==> src/rtl/fejkon_pcie_pkg.sv <==
package fejkon_pcie_pkg;

  // stream word widths
  localparam int REQ_W = 128;
  localparam int CPL_W = 128;

  typedef logic [REQ_W-1:0] req_word_t;   // raw request as it comes off the stream
  typedef logic [CPL_W-1:0] cpl_word_t;   // completion word back to the host side

  // request layout
  localparam int REQ_WRITE_BIT = 0;       // 1 = write, 0 = read
  localparam int REQ_DATA_LSB  = 1;       // write data, 32 bits
  localparam int REQ_RID_LSB   = 1;       // requester id, 16 bits, reads only
  localparam int REQ_TAG_LSB   = 17;      // tag, 8 bits, reads only
  localparam int REQ_ADDR_LSB  = 33;      // dword address, 30 bits

  // completion status field
  localparam logic [2:0] CPL_STATUS_SC = 3'd0;  // successful completion
  localparam logic [2:0] CPL_STATUS_UR = 3'd1;  // unsupported request

  // Avalon-MM response codes
  localparam logic [1:0] AV_RESP_OKAY   = 2'b00;
  localparam logic [1:0] AV_RESP_SLVERR = 2'b10;
  localparam logic [1:0] AV_RESP_DECERR = 2'b11;

  // "FEJK" in register 0
  localparam logic [31:0] BAR_ID = 32'h4645_4A4B;

endpackage

==> src/rtl/stream_fifo.sv <==
`timescale 1ns/100ps
module stream_fifo #(
  parameter type payload_t = logic [31:0],
  parameter int  DEPTH     = 4
) (
  input  logic     clk,
  input  logic     arst_n,
  input  payload_t in_data,
  input  logic     in_valid,
  output logic     in_ready,
  output payload_t out_data,
  output logic     out_valid,
  input  logic     out_ready
);

  localparam int PTR_W = (DEPTH > 1) ? $clog2(DEPTH) : 1;
  localparam int CNT_W = $clog2(DEPTH + 1);

  payload_t         mem [DEPTH];
  logic [PTR_W-1:0] wr_ptr;
  logic [PTR_W-1:0] rd_ptr;
  logic [CNT_W-1:0] count;   // words held
  logic             wr_en;
  logic             rd_en;

  assign in_ready  = (count != CNT_W'(DEPTH));
  assign out_valid = (count != '0);
  assign out_data  = mem[rd_ptr];   // head word, valid once count is nonzero
  assign wr_en     = in_valid && in_ready;
  assign rd_en     = out_valid && out_ready;

  always_ff @(posedge clk) begin
    if (wr_en) begin
      mem[wr_ptr] <= in_data;
    end
  end

  always_ff @(posedge clk or negedge arst_n) begin
    if (!arst_n) begin
      wr_ptr <= '0;
      rd_ptr <= '0;
      count  <= '0;
    end else begin
      if (wr_en) begin
        wr_ptr <= (wr_ptr == PTR_W'(DEPTH - 1)) ? '0 : wr_ptr + 1'b1;
      end
      if (rd_en) begin
        rd_ptr <= (rd_ptr == PTR_W'(DEPTH - 1)) ? '0 : rd_ptr + 1'b1;
      end
      case ({wr_en, rd_en})
        2'b10:   count <= count + 1'b1;
        2'b01:   count <= count - 1'b1;
        default: count <= count;   // idle or push and pop together
      endcase
    end
  end

  // a write never lands on a slot that still holds an unread word
  a_no_write_full: assert property (
    @(posedge clk) disable iff (!arst_n)
    (wr_en && count != '0) |-> (wr_ptr != rd_ptr)
  );

  // stalled head word must not change under the consumer
  a_out_hold: assert property (
    @(posedge clk) disable iff (!arst_n)
    (out_valid && !out_ready) |=> (out_valid && $stable(out_data))
  );

endmodule

==> src/rtl/mem_access_bridge.sv <==
`timescale 1ns/100ps
module mem_access_bridge (
  input  logic                       clk,
  input  logic                       arst_n,
  input  fejkon_pcie_pkg::req_word_t rq_data,
  input  logic                       rq_valid,
  output logic                       rq_ready,
  output fejkon_pcie_pkg::cpl_word_t cp_data,
  output logic                       cp_valid,
  input  logic                       cp_ready,
  output logic [31:0]                mm_address,
  output logic                       mm_read,
  output logic                       mm_write,
  output logic [31:0]                mm_writedata,
  input  logic                       mm_waitrequest,
  input  logic [31:0]                mm_readdata,
  input  logic                       mm_readdatavalid,
  input  logic                       mm_writeresponsevalid,
  input  logic [1:0]                 mm_response,
  output logic [7:0]                 wr_err_count
);
  import fejkon_pcie_pkg::*;

  typedef enum logic [1:0] {S_IDLE, S_CMD, S_RESP, S_CPL} state_t;

  state_t      state;
  logic        is_write;    // kind of the access in flight
  logic        rq_write;
  logic [29:0] rq_dw_addr;
  logic        take;
  logic [15:0] rid_q;
  logic [7:0]  tag_q;
  logic [4:0]  lo_addr_q;   // byte address bits 6:2
  logic [2:0]  status_q;
  logic [31:0] data_q;

  assign rq_write   = rq_data[REQ_WRITE_BIT];
  assign rq_dw_addr = rq_data[REQ_ADDR_LSB +: 30];
  // a read also needs room on the completion side
  assign rq_ready   = (state == S_IDLE) && (rq_write || cp_ready);
  assign take       = rq_valid && rq_ready;

  assign cp_data = {{(CPL_W - 64){1'b0}}, data_q, status_q, lo_addr_q, tag_q, rid_q};

  always_ff @(posedge clk or negedge arst_n) begin
    if (!arst_n) begin
      state    <= S_IDLE;
      is_write <= 1'b0;
      mm_read  <= 1'b0;
      mm_write <= 1'b0;
      cp_valid <= 1'b0;
    end else begin
      case (state)
        S_IDLE: begin
          if (take) begin
            state    <= S_CMD;
            is_write <= rq_write;
            mm_read  <= !rq_write;
            mm_write <= rq_write;
          end
        end
        S_CMD: begin
          if (!mm_waitrequest) begin   // command accepted this edge
            mm_read  <= 1'b0;
            mm_write <= 1'b0;
            state    <= S_RESP;
          end
        end
        S_RESP: begin
          if (is_write && mm_writeresponsevalid) begin
            state <= S_IDLE;           // posted, nothing to send back
          end else if (!is_write && mm_readdatavalid) begin
            state    <= S_CPL;
            cp_valid <= 1'b1;
          end
        end
        S_CPL: begin
          if (cp_ready) begin
            cp_valid <= 1'b0;
            state    <= S_IDLE;
          end
        end
        default: state <= S_IDLE;
      endcase
    end
  end

  always_ff @(posedge clk) begin
    if (take) begin
      mm_address   <= {rq_dw_addr, 2'b00};
      mm_writedata <= rq_data[REQ_DATA_LSB +: 32];
      rid_q        <= rq_data[REQ_RID_LSB +: 16];
      tag_q        <= rq_data[REQ_TAG_LSB +: 8];
      lo_addr_q    <= rq_dw_addr[4:0];
    end
    if (state == S_RESP && !is_write && mm_readdatavalid) begin
      if (mm_response == AV_RESP_OKAY) begin
        status_q <= CPL_STATUS_SC;
        data_q   <= mm_readdata;
      end else begin
        status_q <= CPL_STATUS_UR;
        data_q   <= '0;               // no data on a failed read
      end
    end
  end

  always_ff @(posedge clk or negedge arst_n) begin
    if (!arst_n) begin
      wr_err_count <= '0;
    end else if (state == S_RESP && is_write && mm_writeresponsevalid &&
                 mm_response != AV_RESP_OKAY && wr_err_count != 8'hFF) begin
      wr_err_count <= wr_err_count + 1'b1;   // saturates at 255
    end
  end

  a_rd_wr_exclusive: assert property (
    @(posedge clk) disable iff (!arst_n) !(mm_read && mm_write)
  );

  // read data only ever answers our single outstanding read
  a_rdv_expected: assert property (
    @(posedge clk) disable iff (!arst_n)
    mm_readdatavalid |-> (state == S_RESP && !is_write)
  );

endmodule

==> src/rtl/csr_bank.sv <==
`timescale 1ns/100ps
module csr_bank #(
  parameter int NUM_REGS = 16
) (
  input  logic        clk,
  input  logic        arst_n,
  input  logic [31:0] mm_address,
  input  logic        mm_read,
  input  logic        mm_write,
  input  logic [31:0] mm_writedata,
  output logic        mm_waitrequest,
  output logic [31:0] mm_readdata,
  output logic        mm_readdatavalid,
  output logic        mm_writeresponsevalid,
  output logic [1:0]  mm_response
);
  import fejkon_pcie_pkg::*;

  localparam int IDX_W = $clog2(NUM_REGS);

  logic [31:0]      scratch [1:NUM_REGS-1];
  logic             cmd;
  logic             wait_done;   // first cycle of the command has passed
  logic             accept;
  logic             in_range;
  logic [IDX_W-1:0] idx;
  logic [31:0]      rd_word;
  logic [1:0]       rd_resp;
  logic [1:0]       wr_resp;
  logic             rd_stage;
  logic [31:0]      rd_data_s;
  logic [1:0]       rd_resp_s;
  logic [1:0]       rd_resp_q;
  logic [1:0]       wr_resp_q;

  assign cmd            = mm_read || mm_write;
  assign mm_waitrequest = cmd && !wait_done;
  assign accept         = cmd && wait_done;
  assign in_range       = (mm_address[31:2] < 30'(NUM_REGS));
  assign idx            = mm_address[2 +: IDX_W];
  assign mm_response    = mm_writeresponsevalid ? wr_resp_q : rd_resp_q;

  always_comb begin
    if (!in_range) begin
      rd_word = '0;
      rd_resp = AV_RESP_DECERR;
    end else begin
      rd_word = (idx == '0) ? BAR_ID : scratch[idx];
      rd_resp = AV_RESP_OKAY;
    end
    if (!in_range) begin
      wr_resp = AV_RESP_DECERR;
    end else if (idx == '0) begin
      wr_resp = AV_RESP_SLVERR;   // id register is read-only
    end else begin
      wr_resp = AV_RESP_OKAY;
    end
  end

  always_ff @(posedge clk or negedge arst_n) begin
    if (!arst_n) begin
      wait_done             <= 1'b0;
      rd_stage              <= 1'b0;
      mm_readdatavalid      <= 1'b0;
      mm_writeresponsevalid <= 1'b0;
    end else begin
      if (accept) begin
        wait_done <= 1'b0;
      end else if (cmd) begin
        wait_done <= 1'b1;
      end
      rd_stage              <= accept && mm_read;   // two-stage read pipe
      mm_readdatavalid      <= rd_stage;
      mm_writeresponsevalid <= accept && mm_write;
    end
  end

  always_ff @(posedge clk) begin
    if (accept && mm_read) begin
      rd_data_s <= rd_word;
      rd_resp_s <= rd_resp;
    end
    if (rd_stage) begin
      mm_readdata <= rd_data_s;
      rd_resp_q   <= rd_resp_s;
    end
    if (accept && mm_write) begin
      wr_resp_q <= wr_resp;
    end
  end

  always_ff @(posedge clk or negedge arst_n) begin
    if (!arst_n) begin
      for (int i = 1; i < NUM_REGS; i++) begin
        scratch[i] <= '0;
      end
    end else if (accept && mm_write && in_range && idx != '0) begin
      scratch[idx] <= mm_writedata;
    end
  end

  a_no_rd_and_wr: assert property (
    @(posedge clk) disable iff (!arst_n) !(mm_read && mm_write)
  );

endmodule

==> src/rtl/fejkon_pcie_bar.sv <==
`timescale 1ns/100ps
module fejkon_pcie_bar #(
  parameter int REQ_DEPTH = 4,
  parameter int CPL_DEPTH = 4,
  parameter int NUM_REGS  = 16
) (
  input  logic                       clk,
  input  logic                       arst_n,
  input  fejkon_pcie_pkg::req_word_t mem_access_req_data,
  input  logic                       mem_access_req_valid,
  output logic                       mem_access_req_ready,
  output fejkon_pcie_pkg::cpl_word_t mem_access_resp_data,
  output logic                       mem_access_resp_valid,
  input  logic                       mem_access_resp_ready,
  output logic [7:0]                 wr_err_count
);
  import fejkon_pcie_pkg::*;

  req_word_t   rq_data;     // request FIFO head
  logic        rq_valid;
  logic        rq_ready;
  cpl_word_t   cp_data;     // completion into cpl_fifo
  logic        cp_valid;
  logic        cp_ready;
  logic [31:0] mm_address;
  logic        mm_read;
  logic        mm_write;
  logic [31:0] mm_writedata;
  logic        mm_waitrequest;
  logic [31:0] mm_readdata;
  logic        mm_readdatavalid;
  logic        mm_writeresponsevalid;
  logic [1:0]  mm_response;

  stream_fifo #(
    .payload_t (req_word_t),
    .DEPTH     (REQ_DEPTH)
  ) req_fifo (
    .clk       (clk),
    .arst_n    (arst_n),
    .in_data   (mem_access_req_data),
    .in_valid  (mem_access_req_valid),
    .in_ready  (mem_access_req_ready),
    .out_data  (rq_data),
    .out_valid (rq_valid),
    .out_ready (rq_ready)
  );

  mem_access_bridge bridge0 (
    .clk                   (clk),
    .arst_n                (arst_n),
    .rq_data               (rq_data),
    .rq_valid              (rq_valid),
    .rq_ready              (rq_ready),
    .cp_data               (cp_data),
    .cp_valid              (cp_valid),
    .cp_ready              (cp_ready),
    .mm_address            (mm_address),
    .mm_read               (mm_read),
    .mm_write              (mm_write),
    .mm_writedata          (mm_writedata),
    .mm_waitrequest        (mm_waitrequest),
    .mm_readdata           (mm_readdata),
    .mm_readdatavalid      (mm_readdatavalid),
    .mm_writeresponsevalid (mm_writeresponsevalid),
    .mm_response           (mm_response),
    .wr_err_count          (wr_err_count)
  );

  csr_bank #(
    .NUM_REGS (NUM_REGS)
  ) bank0 (
    .clk                   (clk),
    .arst_n                (arst_n),
    .mm_address            (mm_address),
    .mm_read               (mm_read),
    .mm_write              (mm_write),
    .mm_writedata          (mm_writedata),
    .mm_waitrequest        (mm_waitrequest),
    .mm_readdata           (mm_readdata),
    .mm_readdatavalid      (mm_readdatavalid),
    .mm_writeresponsevalid (mm_writeresponsevalid),
    .mm_response           (mm_response)
  );

  stream_fifo #(
    .payload_t (cpl_word_t),
    .DEPTH     (CPL_DEPTH)
  ) cpl_fifo (
    .clk       (clk),
    .arst_n    (arst_n),
    .in_data   (cp_data),
    .in_valid  (cp_valid),
    .in_ready  (cp_ready),
    .out_data  (mem_access_resp_data),
    .out_valid (mem_access_resp_valid),
    .out_ready (mem_access_resp_ready)
  );

endmodule

==> config.mk <==
export PLATFORM = sky130hd
export DESIGN_NAME = fejkon_pcie_bar
export DESIGN_NICKNAME = d
export VERILOG_FILES = /design/src/rtl/fejkon_pcie_pkg.sv /design/src/rtl/stream_fifo.sv /design/src/rtl/mem_access_bridge.sv /design/src/rtl/csr_bank.sv /design/src/rtl/fejkon_pcie_bar.sv
export SDC_FILE = /design/constraint.sdc
export NUM_CORES = 1
export LEC_CHECK = 0
export BUFFER_PORTS_ARGS = -buffer_cell sky130_fd_sc_hd__buf_2
export CORE_UTILIZATION = 55
export DETAILED_ROUTE_END_ITERATION = 10
export PLACE_DENSITY = 0.76
export SLEW_MARGIN = 25
export SYNTH_ARGS = -nofsm -noshare
export SYNTH_HDL_FRONTEND = slang
export SYNTH_SLANG_ARGS = --single-unit
==> constraint.sdc <==
create_clock -name clk -period 3.5 [get_ports clk]
set_clock_uncertainty 0.15 [all_clocks]
set_input_delay 0.525 -clock clk [delete_from_list [all_inputs] [get_ports clk]]
set_output_delay 0.525 -clock clk [all_outputs]
set_load 0.005 [all_outputs]
**After elaboration in Yosys (flattened, before gate mapping)**

Memory sizes are Yosys's and may differ from the RTL's.
Cells that the tools add are included.

- Bits in registers: 708
- Latch bits: 0
- RAM bits: 768
- Memory bits (read-only): 0
- Output and inout port bits: 138
- Memories kept: 2

- Add/sub/neg operators: 9
- $mul: 0
- Div/mod/pow operators: 0
- Magnitude comparators: 3
- Equality and inequality tests: 20
- Shifts and indexed selects: 0
- Muxes and demuxes: 38
- Bitwise gates (word level): 2
- Reduce and logical (&&, ||, !) cells: 42

Memories:

| name | depth | bits a word | rd ports | clocked after Yosys merged registers in | wr ports | line | source |
|---|---|---|---|---|---|---|---|
| req_fifo.mem | 4 | 128 | 1 | 0 | 1 | stream_fifo.sv:19 | `payload_t mem [DEPTH];` |
| cpl_fifo.mem | 4 | 64 | 1 | 0 | 1 | stream_fifo.sv:19 |  |

Operator list:

| cell | count |
|---|---|
| $bwmux 480 | 1 |
| $bmux 32 s4 | 1 |
| $demux 32 s4 | 1 |
| $mux 32 | 3 |
| $mux 31 | 1 |
| $lt 30x5->1 const B | 1 |
| $mux 2 | 12 |
| $logic_and 1x1->1 | 20 |
| $eq 2x2->1 const B | 8 |
| $mux 1 | 13 |
| $pmux 3 s2 | 2 |
| $reduce_bool 2->1 | 6 |
| $add 2x1->2 const B | 4 |
| $add 8x1->8 const B | 1 |
| $ne 8x8->1 const B | 1 |
| $pmux 2 s4 | 1 |
| $reduce_and 4->1 | 2 |
| $add 3x1->3 const B | 2 |
| $eq 2x1->1 const B | 3 |
| $ne 2x2->1 const B | 3 |
| $ne 3x3->1 const B | 2 |
| $pmux 1 s2 | 3 |
| $reduce_bool 3->1 | 2 |
| $sub 3x1->3 const B | 2 |
| 14 further kinds | 19 |

**Depth between registers and ports, before layout**

Gate-level depths: netlist of run 1.

- Depth in word-level cells: 6
- Depth in mapped cells: 10
- Depth with buffers taken out: 10

**By module**

From an unflattened synthesis of run 1, not the netlist that was laid out.

- Cell total of the unflattened synthesis: 3,225
- Area total of the unflattened synthesis: 66,680.2 sq um

By module, submodules not included:

| module | times used | cells an instance | area an instance (sq um) | sequential area each (sq um) |
|---|---|---|---|---|
| csr_bank | 1 | 1,507 | 24,258.3 | 14,153.6 |
| stream_fifo at req_fifo | 1 | 709 | 18,931.9 | 15,549.9 |
| stream_fifo at cpl_fifo | 1 | 710 | 18,910.6 | 15,549.9 |
| mem_access_bridge | 1 | 299 | 4,579.4 | 3,203.1 |

**Worst setup path after synthesis of run 1**

No wires, ideal clock.

- Path type: register to register
- Start point: register req_fifo.rd_ptr[1]
- End point: register req_fifo.count[2]
- Arrival: 3.524 ns
- Path slack: -0.254 ns
- Stages on the path, launching flop included: 11
- Period minus slack after synthesis: 3.754 ns
- Cells stage by stage: dfrtp_1 clkbuf_1 mux4_2 o21ai_0 inv_1 ha_1 inv_1 fa_1 xor2_1 nor2_1 xor2_1

- Cells in the longest elaborated chain, start to end: 6
- Elaborated cells on any way between the ends: 8

RTL lines:

| element | line | source |
|---|---|---|
| from (decl) | stream_fifo.sv:21 | `logic [PTR_W-1:0] rd_ptr;` |
| from (signal assigned) | stream_fifo.sv:48 | `rd_ptr <= (rd_ptr == PTR_W'(DEPTH - 1)) ? '0 : rd_ptr + 1'b1;` |
| $mem_v2 4x128 * | -- |  |
| $logic_or 1x1->1 * | mem_access_bridge.sv:40 | `assign rq_ready = (state == S_IDLE) && (rq_write \|\| cp_ready);` |
| $logic_and 1x1->1 * | mem_access_bridge.sv:40 |  |
| $logic_and 1x1->1 * | -- |  |
| net bridge0.take | mem_access_bridge.sv:30 | `logic take;` |
| $eq 2x1->1 or $eq 2x2->1 (tied branches) | stream_fifo.sv:50 | `case ({wr_en, rd_en})` |
| $pmux 3 s2 or $reduce_bool 2->1 (tied branches) | -- |  |
| to (signal assigned) | stream_fifo.sv:51 | `2'b10: count <= count + 1'b1;` |
| to (signal assigned) | stream_fifo.sv:52 | `2'b01: count <= count - 1'b1;` |
| to (signal assigned) | stream_fifo.sv:53 | `default: count <= count;` |
| to (decl) | stream_fifo.sv:22 | `logic [CNT_W-1:0] count;` |

Mark *: on every way through the listed nets, which the timed path passes. The rest lies on a longest branch.
A chain may end at the register's enable or synchronous reset.

**Worst setup path in the final report of run 1**

- Start point: register cpl_fifo.rd_ptr[0]
- End point: output mem_access_resp_data[15]

- Cells in the longest elaborated chain, start to end: 1

RTL lines:

| element | line | source |
|---|---|---|
| from (decl) | stream_fifo.sv:21 |  |
| from (signal assigned) | stream_fifo.sv:48 |  |
| $mem_v2 4x64 | -- |  |
| to (decl) | fejkon_pcie_bar.sv:12 | `output fejkon_pcie_pkg::cpl_word_t mem_access_resp_data,` |

Every way passes these cells.

==> metrics.txt, run 1 <==
status finished clean; vias after detailed routing 23900; main area contributors after synthesis edfxtp_1 (42%), dfrtp_1 (27%), mux2_2 (12%), mux4_2 (9.9%), buf_4 (1.5%); WL/cell 25.0 um; Crit path max-delay family flip-flops; row count 107; Post-CTS Resized 0; highest-delay cell along the critical path dfrtp_4; Port Buffers 138; CTS tree yes; Syn Inst Count 2530; fillcell total 5734; core area 85300 um2; critical path launch point type flop; Worst Path Required 2.82 ns; Worst Tran Pin Value 0.965 ns; synth unique cells 46; Layout area overhead 13.6%; crit path DAT 2.44 ns; Crit. End Element output port; Hold Path End cpl_fifo.rd_ptr[0]$_DFFE_PN0P_; relative slew slack 35.7%; hold depth 3; Syn. warnings 0; R2R Path End bank0.rd_data_s[8]$_SDFFCE_PP0P_; Final period util 89.0%; Max-Cap Viols 0; Total Nets Final 2914; CTS buffer count 112; area of the mapped netlist 47400 um2; Pins Over Slew Limit 0; die area 87300 um2; setup violators final 0; die height 295 um; Setup TNS 0 ns; number of detailed-route iterations in the first pass 5; number of synthesized flops with an enable pin 663; Iter 0 DRT Violations 1747; fin crit period 3.12 ns; vias in the first global route 25700; worst r2r src bridge0.lo_addr_q[0]$_DFFE_PP_; first-pass GRT wire length 155000 um; ys flop type edfxtp_1; vias per inst 5.95; leak pwr 21.9 nW; WL final 100000 um; Async SR Flop Fraction 43.6%; final global-route overflow total 0; share of cells above drive strength 1 39.7%; fmax 321 MHz; Placer Congestion 0.819; Seq cells post-synth 1175; Post-DP HPWL 59600 um; R2R setup slack 0.55 ns; Hold Crit Start mem_access_resp_ready; Root Buffer clkbuf_16; Worst Setup Path Type reg2out; Multi-input gate area 13500 um2; deepest clock path buffer count 3; unrepaired setup endpoints after global routing no; cell with the most instances after synthesis edfxtp_1; DRC viols 0; total track usage 23.7%; syn avg cell area 18.7 um2; reg2reg path depth 5; design area 53800 um2; Clock Latency Late Sink 0.68 ns; starting density of the core 55.5%; area post-placement 49400 um2; register area 32700 um2; Chip Width 295 um; CP cell instances buf_4 -> mux4_2 -> buf_2; DRT antenna net count 0; largest net degree at the start of global routing 85; final hold violation count 0; VDD IR max 0.690 mV; PD cells 723 nW/um2; initial antenna violation count 5; Hold WC Path Type in2reg; Clock Sinks 1175; most instantiated cells after synthesis edfxtp_1 (663), dfrtp_1 (512), mux2_2 (497); Ports 270; Buf/Inv on CP 2; htree depth 3; CTS clk-pin slew, worst paths 0.06 ns; Synth area leader edfxtp_1; Synth top area share 42.0%; CP max stage delay 0.67 ns; crit-path max FO 21; Seq/Total Area, Yosys 69.1%
logic make-up (layout without fill, tap and decap cells):
group	after synthesis	after routing	synth area share, %
xor+xnor	12	12	0.222
compound gates	128	128	2.00
simple gates	167	167	2.16
other cells	1	68	0.00792
buf+inv	264	535	2.97
mux	768	768	23.1
flops	1175	1175	69.1
fa+ha+maj	15	15	0.428
worst register-to-register path, delay by kind of cell, from the launching register on:
family | cells | cell delay, ns
DFF | 1 | 0.45
buffers and inverters | 2 | 0.83
muxes | 1 | 0.70
AOI/OAI and AO/OA | 2 | 0.50
repair_timing:
| action | in CTS | in global routing |
|---|---|---|
| buffers inserted | 0 | 0 |
| hold buffers | 64 | 0 |
| endpoints found under the hold margin | 327 | 0 |
metrics by stage:
stage          std cells  setup slack (ns)  power, W  hold slack [ns]  utilization, %
3_5_place_dp        3733             0.624    0.0271            0.255            58.0
5_1_grt             4011             0.223    0.0404           0.0856            63.1
4_1_cts             4010             0.280    0.0392           0.0628            63.1
3_3_place_gp        3733             0.602    0.0267            0.254            58.0
6_report            4012             0.383    0.0389           0.0946            63.1
2_1_floorplan       2595            0.0285    0.0236           0.0794               -
cells in the final DEF (no fill, tap or decap), types with 20 or more instances in the layout:
| cell | n |
|---|---|
| a211oi_1 | 26 |
| a21oi_1 | 22 |
| a221oi_1 | 32 |
| and2_1 | 38 |
| buf_12 | 20 |
| buf_2 | 137 |
| buf_4 | 70 |
| clkbuf_1 | 32 |
| clkbuf_16 | 115 |
| clkbuf_8 | 20 |
| conb_1 | 66 |
| dfrtp_1 | 508 |
| dlygate4sd3_1 | 64 |
| edfxtp_1 | 663 |
| inv_1 | 29 |
| mux2_1 | 22 |
| mux2_2 | 497 |
| mux2i_1 | 40 |
| mux4_2 | 209 |
| nor2_1 | 25 |
layer usage:
layer  share of wire (%)  GRT usage (%)  wire length [um]
met4                 2.4           6.55              2370
met1                  41           31.9             41100
met5                   0              0                 0
met2                  51           40.3             51300
met3                 5.4           3.71              5400
worst max-delay path by stage:
| stage | start | depth (start not counted) | end |
|---|---|---|---|
| after floorplan | req_fifo.rd_ptr[1]$_DFFE_PN0P_ | 10 | req_fifo.count[2]$_DFFE_PN0P_ |
| final | cpl_fifo.rd_ptr[0]$_DFFE_PN0P_ | 3 | mem_access_resp_data[15] |
| after global routing | cpl_fifo.rd_ptr[0]$_DFFE_PN0P_ | 3 | mem_access_resp_data[17] |
| after CTS | cpl_fifo.rd_ptr[0]$_DFFE_PN0P_ | 3 | mem_access_resp_data[17] |
| after detailed placement | bridge0.lo_addr_q[1]$_DFFE_PP_ | 5 | bank0.scratch[462]$_DFFE_PN0P_ |
| after global placement | bridge0.mm_address[17]$_DFFE_PP_ | 6 | bank0.scratch[115]$_DFFE_PN0P_ |
where the power goes:
group / internal [W] / switching (W)
Combinational: 0.00328 / 0.00451
Sequential: 0.0171 / 0.00191
Clock: 0.00706 / 0.00503
flip-flops by register name, indices dropped and copies added, names as in the netlist, 4 cells and up:
name / cells
bank0.scratch: 480
req_fifo.mem: 252
cpl_fifo.mem: 248
bank0.mm_readdata: 32
bank0.rd_data_s: 32
bridge0.data_q: 32
bridge0.mm_address: 26
bridge0.rid_q: 15
bridge0.mm_writedata: 10
bridge0.wr_err_count: 8
bridge0.tag_q: 7
bridge0.lo_addr_q: 4
final cells by class:
cell class                 instances  share of cell area, %
timing repair buffer             292                   4.21
sequential                      1175                   60.8
antenna                            2                0.00930
clock inverter                    44                  0.786
clock buffer                     169                   6.11
multi-input combinational       1156                   25.2
tap                             1144                   2.66
inverter                          30                  0.216
Power figures use the tool's default switching activity.
==> run 2, diff against run 1 <==
Settings changed: CORE_UTILIZATION 55 to 60, CTS_BUF_LIST from default to sky130_fd_sc_hd__clkbuf_16, PLACE_DENSITY 0.76 to 0.79.
Clock period 3.5 ns to 3.9 ns, I/O delays scaled along.
==> metrics.txt, run 2 (synthesis gave the netlist of run 1 again) <==
status finished clean; Iter 0 DRT Violations 1983 (+14%); unrepaired setup endpoints after global routing no; Post-DP HPWL 59400 um (-0.41%); Post-CTS Setup Inserts 0 (unchanged); vias per inst 6.18 (+4.0%); commonest non-fill, non-tap cell in the layout edfxtp_1; hold depth 3 (unchanged); Root Buffer clkbuf_16; Chip Width 283 um (-4.2%); share of cells above drive strength 1 39.3% (-0.40 points); crit path DAT 2.63 ns (+0.19 ns); WL/cell 26.4 um (+5.6%); Clock Sinks 1175 (unchanged); Hold WS 0.135 ns (+0.0403 ns); core area 77700 um2 (-8.9%); CTS buffer count 111 (-0.89%); Crit. End Element output port; deepest clock path buffer count 3 (unchanged); initial antenna violation count 2 (-3); DRT antenna net count 0 (unchanged); Max-Cap Viols 0 (unchanged); final hold violation count 0 (unchanged); Worst Tran Pin Value 0.960 ns (-0.00525 ns); Post-CTS Resized 0 (unchanged); die height 283 um (-4.2%); Multi-input gate area 13500 um2 (about the same); setup violators final 0 (unchanged); reg2reg path depth 6 (+1); vias in the first global route 26300 (+2.3%); Hold WC Path Type in2reg; cts hold-fix bufs 64 (unchanged); Worst Setup Path Type reg2out; VDD IR max 0.556 mV (-19%); area post-placement 49100 um2 (-0.70%); first-pass GRT wire length 159000 um (+2.5%); crit-path max FO 39 (+86%); CP Launch Point cpl_fifo.rd_ptr[0]$_DFFE_PN0P_; final global-route overflow total 0 (unchanged); CTS clk-pin slew, worst paths 0.06 ns (about the same); register area 32700 um2 (about the same); Clock Latency Late Sink 0.69 ns (about the same); number of detailed-route iterations in the first pass 5 (unchanged); post-layout util 68.6% (+5.6 points); critical path launch point type flop; htree depth 3 (unchanged); PD cells 649 nW/um2 (-10%); Ports 270 (unchanged); Largest Register bank0.scratch; fmax 297 MHz; fin crit period 3.36 ns; Setup TNS 0 ns (unchanged); Final period util 86.2%; die area 80100 um2 (-8.3%); Pins Over Slew Limit 0 (unchanged); most frequent cells in the layout edfxtp_1 (663), dfrtp_1 (507), mux2_2 (497); relative slew slack 36.0% (+0.35 points); max reg flops 480 (unchanged); row count 102 (-4.7%); leak pwr 21.8 nW (-0.36%); Antenna Cells 0 (-2); Layout area overhead 12.7%; WL final 103000 um (+2.3%); biggest regs bank0.scratch (480), req_fifo.mem (252), cpl_fifo.mem (248); design area 53400 um2 (-0.84%); total track usage 26.2% (+2.5 points); Worst Path Required 3.16 ns (+0.34 ns); vias after detailed routing 24000 (+0.73%); CTS tree yes; Port Buffers 138 (unchanged); worst r2r src bridge0.mm_address[6]$_DFFE_PP_; fillcell total 4707 (-18%); DRC viols 0 (unchanged); starting density of the core 60.9% (+5.4 points); Hold Crit Start mem_access_resp_ready; Total Nets Final 2896 (-0.62%); Placer Congestion 0.796 (-2.7%); largest net degree at the start of global routing 147 (+73%)
## run 2: cell count changes in the layout (fill, tap and decap cells not counted), sizes merged
cell / change
clkbuf: -57
inv: +23
buf: -17
diode: -2
bufinv: +2
clkinv: +24
clkinvlp: +6
## run 2: report_power, final
| group | switching [W] | internal, W |
|---|---|---|
| Sequential | 0.00188 | 0.0154 |
| Combinational | 0.00390 | 0.00287 |
| Clock | 0.00467 | 0.00591 |
## run 2: layout make-up
class                           instances  area share [%]
Sequential cell                      1175            61.3
Tap cell                             1040            2.44
Timing Repair Buffer                  275            3.87
Clock buffer                          112            5.25
Inverter                               30           0.211
Clock inverter                         99            1.51
Multi-Input combinational cell       1156            25.4
## run 2: path summary, 6_finish.rpt
| kind | end | slack, ns |
|---|---|---|
| max | mem_access_resp_data[54] | 0.54 |
| min | cpl_fifo.rd_ptr[0]$_DFFE_PN0P_ | 0.13 |
| max reg2reg | bank0.scratch[382]$_DFFE_PN0P_ | 0.99 |
| min reg2reg | bank0.mm_readdata[11]$_DFFE_PP_ | 0.27 |
| max in group asynchronous | bank0.scratch[92]$_DFFE_PN0P_ | 2.32 |
| min in group asynchronous | bank0.scratch[141]$_DFFE_PN0P_ | 0.20 |
## run 2: per-stage QoR
step	worst slack, ns	power [W]	cells
3_3_place_gp	1.06	0.0238	3612
5_1_grt	0.379	0.0358	3887
4_1_cts	0.454	0.0348	3887
3_5_place_dp	1.02	0.0241	3612
2_1_floorplan	0.146	0.0212	2595
6_report	0.538	0.0346	3887
## run 2: worst max-delay path, stage by stage (launching register included)
cell     delay, ns
dfrtp_4       0.80
buf_12        0.36
mux4_2        0.59
buf_2         0.15
## run 2: routing by layer
| layer | wire length (um) | GRT usage (%) | share of wire (%) |
|---|---|---|---|
| met1 | 40400 | 34.2 | 39 |
| met2 | 53300 | 45.2 | 52 |
| met3 | 5550 | 4.13 | 5.4 |
| met4 | 3330 | 8.79 | 3.2 |
| met5 | 27 | 0 | 0.026 |
==> run 3, diff against run 2 <==
==> constraint.sdc (replaced) <==
create_clock -name clk -period 3.9 [get_ports clk]
set_clock_uncertainty 0.15 [all_clocks]
set_input_delay 0.585 -clock clk [delete_from_list [all_inputs] [get_ports clk]]
set_output_delay 0.585 -clock clk [all_outputs]
set_load 0.02 [all_outputs]
==> metrics.txt, run 3 (synthesis gave the netlist of run 1 again) <==
VDD IR max 0.546 mV (-1.7%); Setup TNS 0 ns (unchanged); Iter 0 DRT Violations 2006 (+1.2%); vias in the first global route 25900 (-1.5%); largest net degree at the start of global routing 155 (+5.4%); Root Buffer clkbuf_16; core area 77700 um2 (unchanged); Max-Cap Viols 0 (unchanged); htree depth 3 (unchanged); Ports 270 (unchanged); Layout area overhead 12.8%; DRT antenna net count 0 (unchanged); critical path launch point type flop; die height 283 um (unchanged); Buf/Inv on CP 2 (unchanged); post-layout util 68.7% (+0.082 points); leak pwr 21.9 nW (+0.50%); relative slew slack 34.1% (-1.9 points); Worst Setup Path Type reg2out; setup violators final 0 (unchanged); first-pass GRT wire length 158000 um (-0.80%); worst r2r src bridge0.mm_address[6]$_DFFE_PP_; PD cells 663 nW/um2 (+2.1%); most frequent cells in the layout edfxtp_1 (663), dfrtp_1 (508), mux2_2 (497); WP depth 3 (unchanged); starting density of the core 60.9% (unchanged); CP Launch Point cpl_fifo.rd_ptr[0]$_DFFE_PN0P_; share of cells above drive strength 1 39.2% (-0.10 points); vias per inst 6.14 (-0.63%); unrepaired setup endpoints after global routing no; Post-CTS Resized 0 (unchanged); WL/cell 26.2 um (-0.62%); Clock Sinks 1175 (unchanged); Critical Path Sink mem_access_resp_data[54]; total track usage 26.1% (-0.15 points); crit path DAT 2.52 ns (-0.11 ns); Total Nets Final 2901 (+0.17%); R2R setup slack 0.68 ns (-0.31 ns); fillcell total 4685 (-0.47%); Largest Register bank0.scratch; Hold WC Path Type in2reg; WL final 102000 um (-0.44%); number of detailed-route iterations in the first pass 5 (unchanged); CP max stage delay 0.74 ns (-0.06 ns); CP cell instances buf_12 -> mux4_2 -> buf_2; CTS buffer count 111 (unchanged); crit-path max FO 25 (-36%); Post-DP HPWL 59800 um (+0.77%); reg2reg path depth 5 (-1); row count 102 (unchanged); CTS tree yes; commonest non-fill, non-tap cell in the layout edfxtp_1; Crit. End Element output port; final global-route overflow total 0 (unchanged); Crit path max-delay family flip-flops; Port Buffers 138 (unchanged); DP Worst Slack 0.780 ns (-0.242 ns); Placer Congestion 0.805 (+1.1%); register area 32700 um2 (about the same); vias after detailed routing 23900 (-0.45%); Worst Tran Pin Value 0.989 ns (+0.0291 ns); highest-delay cell along the critical path dfrtp_4; DRC viols 0 (unchanged); Worst Path Required 3.16 ns (about the same); deepest clock path buffer count 3 (unchanged); R2R Path End bank0.rd_data_s[25]$_SDFFCE_PP0P_; status finished clean; final worst-path setup slack 0.642 ns (+0.104 ns); max reg flops 480 (unchanged); fmax 307 MHz (+3.2%); final hold violation count 0 (unchanged); fin crit period 3.26 ns (-0.104 ns); Final period util 83.5% (-2.7 points); Multi-input gate area 13500 um2 (unchanged); biggest regs bank0.scratch (480), req_fifo.mem (252), cpl_fifo.mem (248); CTS clk-pin slew, worst paths 0.06 ns (about the same); initial antenna violation count 3 (+1); die area 80100 um2 (unchanged); Pins Over Slew Limit 0 (unchanged); Chip Width 283 um (unchanged); Clock Latency Late Sink 0.70 ns (about the same)
run 3: changes by cell type in the layout (fill, tap and decap cells not counted), moves of 4 or more:
| cell | change |
|---|---|
| inv_2 | +5 |
| inv_1 | +10 |
| buf_4 | +9 |
| clkinv_2 | -7 |
| buf_12 | -4 |
| bufinv_16 | +4 |
| clkinvlp_4 | -6 |
| clkinv_1 | -5 |
run 3: final cells by class:
type	count	area share [%]
Timing Repair Buffer	280	3.84
Tap cell	1040	2.44
Sequential cell	1175	61.3
Clock buffer	112	5.25
Antenna cell	2	0.00937
Multi-Input combinational cell	1156	25.3
Inverter	30	0.211
Clock inverter	99	1.65
run 3: tightest hold or removal path, delay by kind of cell:
kind / cells / cell delay [ns]
AND/OR/NAND/NOR: 1 / 0.11
AO/OA/AOI/OAI: 1 / 0.13
buffers and inverters: 1 / 0.09
run 3: how the worst min path moves through the flow:
| stage | startpoint | end | slack, ns | depth (start not counted) |
|---|---|---|---|---|
| after floorplan | arst_n | bank0.mm_readdatavalid$_DFF_PN0_ | 0.14 | 0 |
| after global placement | bank0.rd_resp_s[0]$_DFFE_PP_ | bank0.rd_resp_q[0]$_DFFE_PP_ | 0.26 | 0 |
| after detailed placement | bank0.rd_data_s[25]$_SDFFCE_PP0P_ | bank0.mm_readdata[25]$_DFFE_PP_ | 0.26 | 0 |
| after CTS | mem_access_resp_ready | cpl_fifo.rd_ptr[0]$_DFFE_PN0P_ | 0.11 | 3 |
| after global routing | mem_access_resp_ready | cpl_fifo.rd_ptr[0]$_DFFE_PN0P_ | 0.11 | 3 |
| final | mem_access_resp_ready | cpl_fifo.rd_ptr[0]$_DFFE_PN0P_ | 0.12 | 3 |
run 3: repair_timing:
action / in CTS / in global routing
setup buffers: 0 / 0
hold endpoints to repair: 299 / 0
hold buffers: 64 / 0
run 3: power by group:
group / switching (W) / total (W) / internal, W
logic: 0.00435 / 0.00725 / 0.00290
clock network: 0.00464 / 0.0108 / 0.00616
registers: 0.00195 / 0.0173 / 0.0154
run 3: stage by stage:
stage / cell area [um2] / hold slack, ns / power (W) / std cells
after floorplan: 47600 / 0.139 / 0.0217 / 2595
after global placement: 49100 / 0.255 / 0.0243 / 3617
after detailed placement: 49100 / 0.256 / 0.0247 / 3617
after CTS: 53400 / 0.107 / 0.0356 / 3892
after global routing: 53400 / 0.113 / 0.0366 / 3894
final: 53400 / 0.123 / 0.0354 / 3894
run 3: routing by layer:
metal	up-vias	share of wire [%]	track usage, %
li1	10100	-	-
met1	12700	40	34.7
met2	858	52	44.1
met3	212	5.8	4.48
met4	0	3.0	8.45
met5	-	0	0
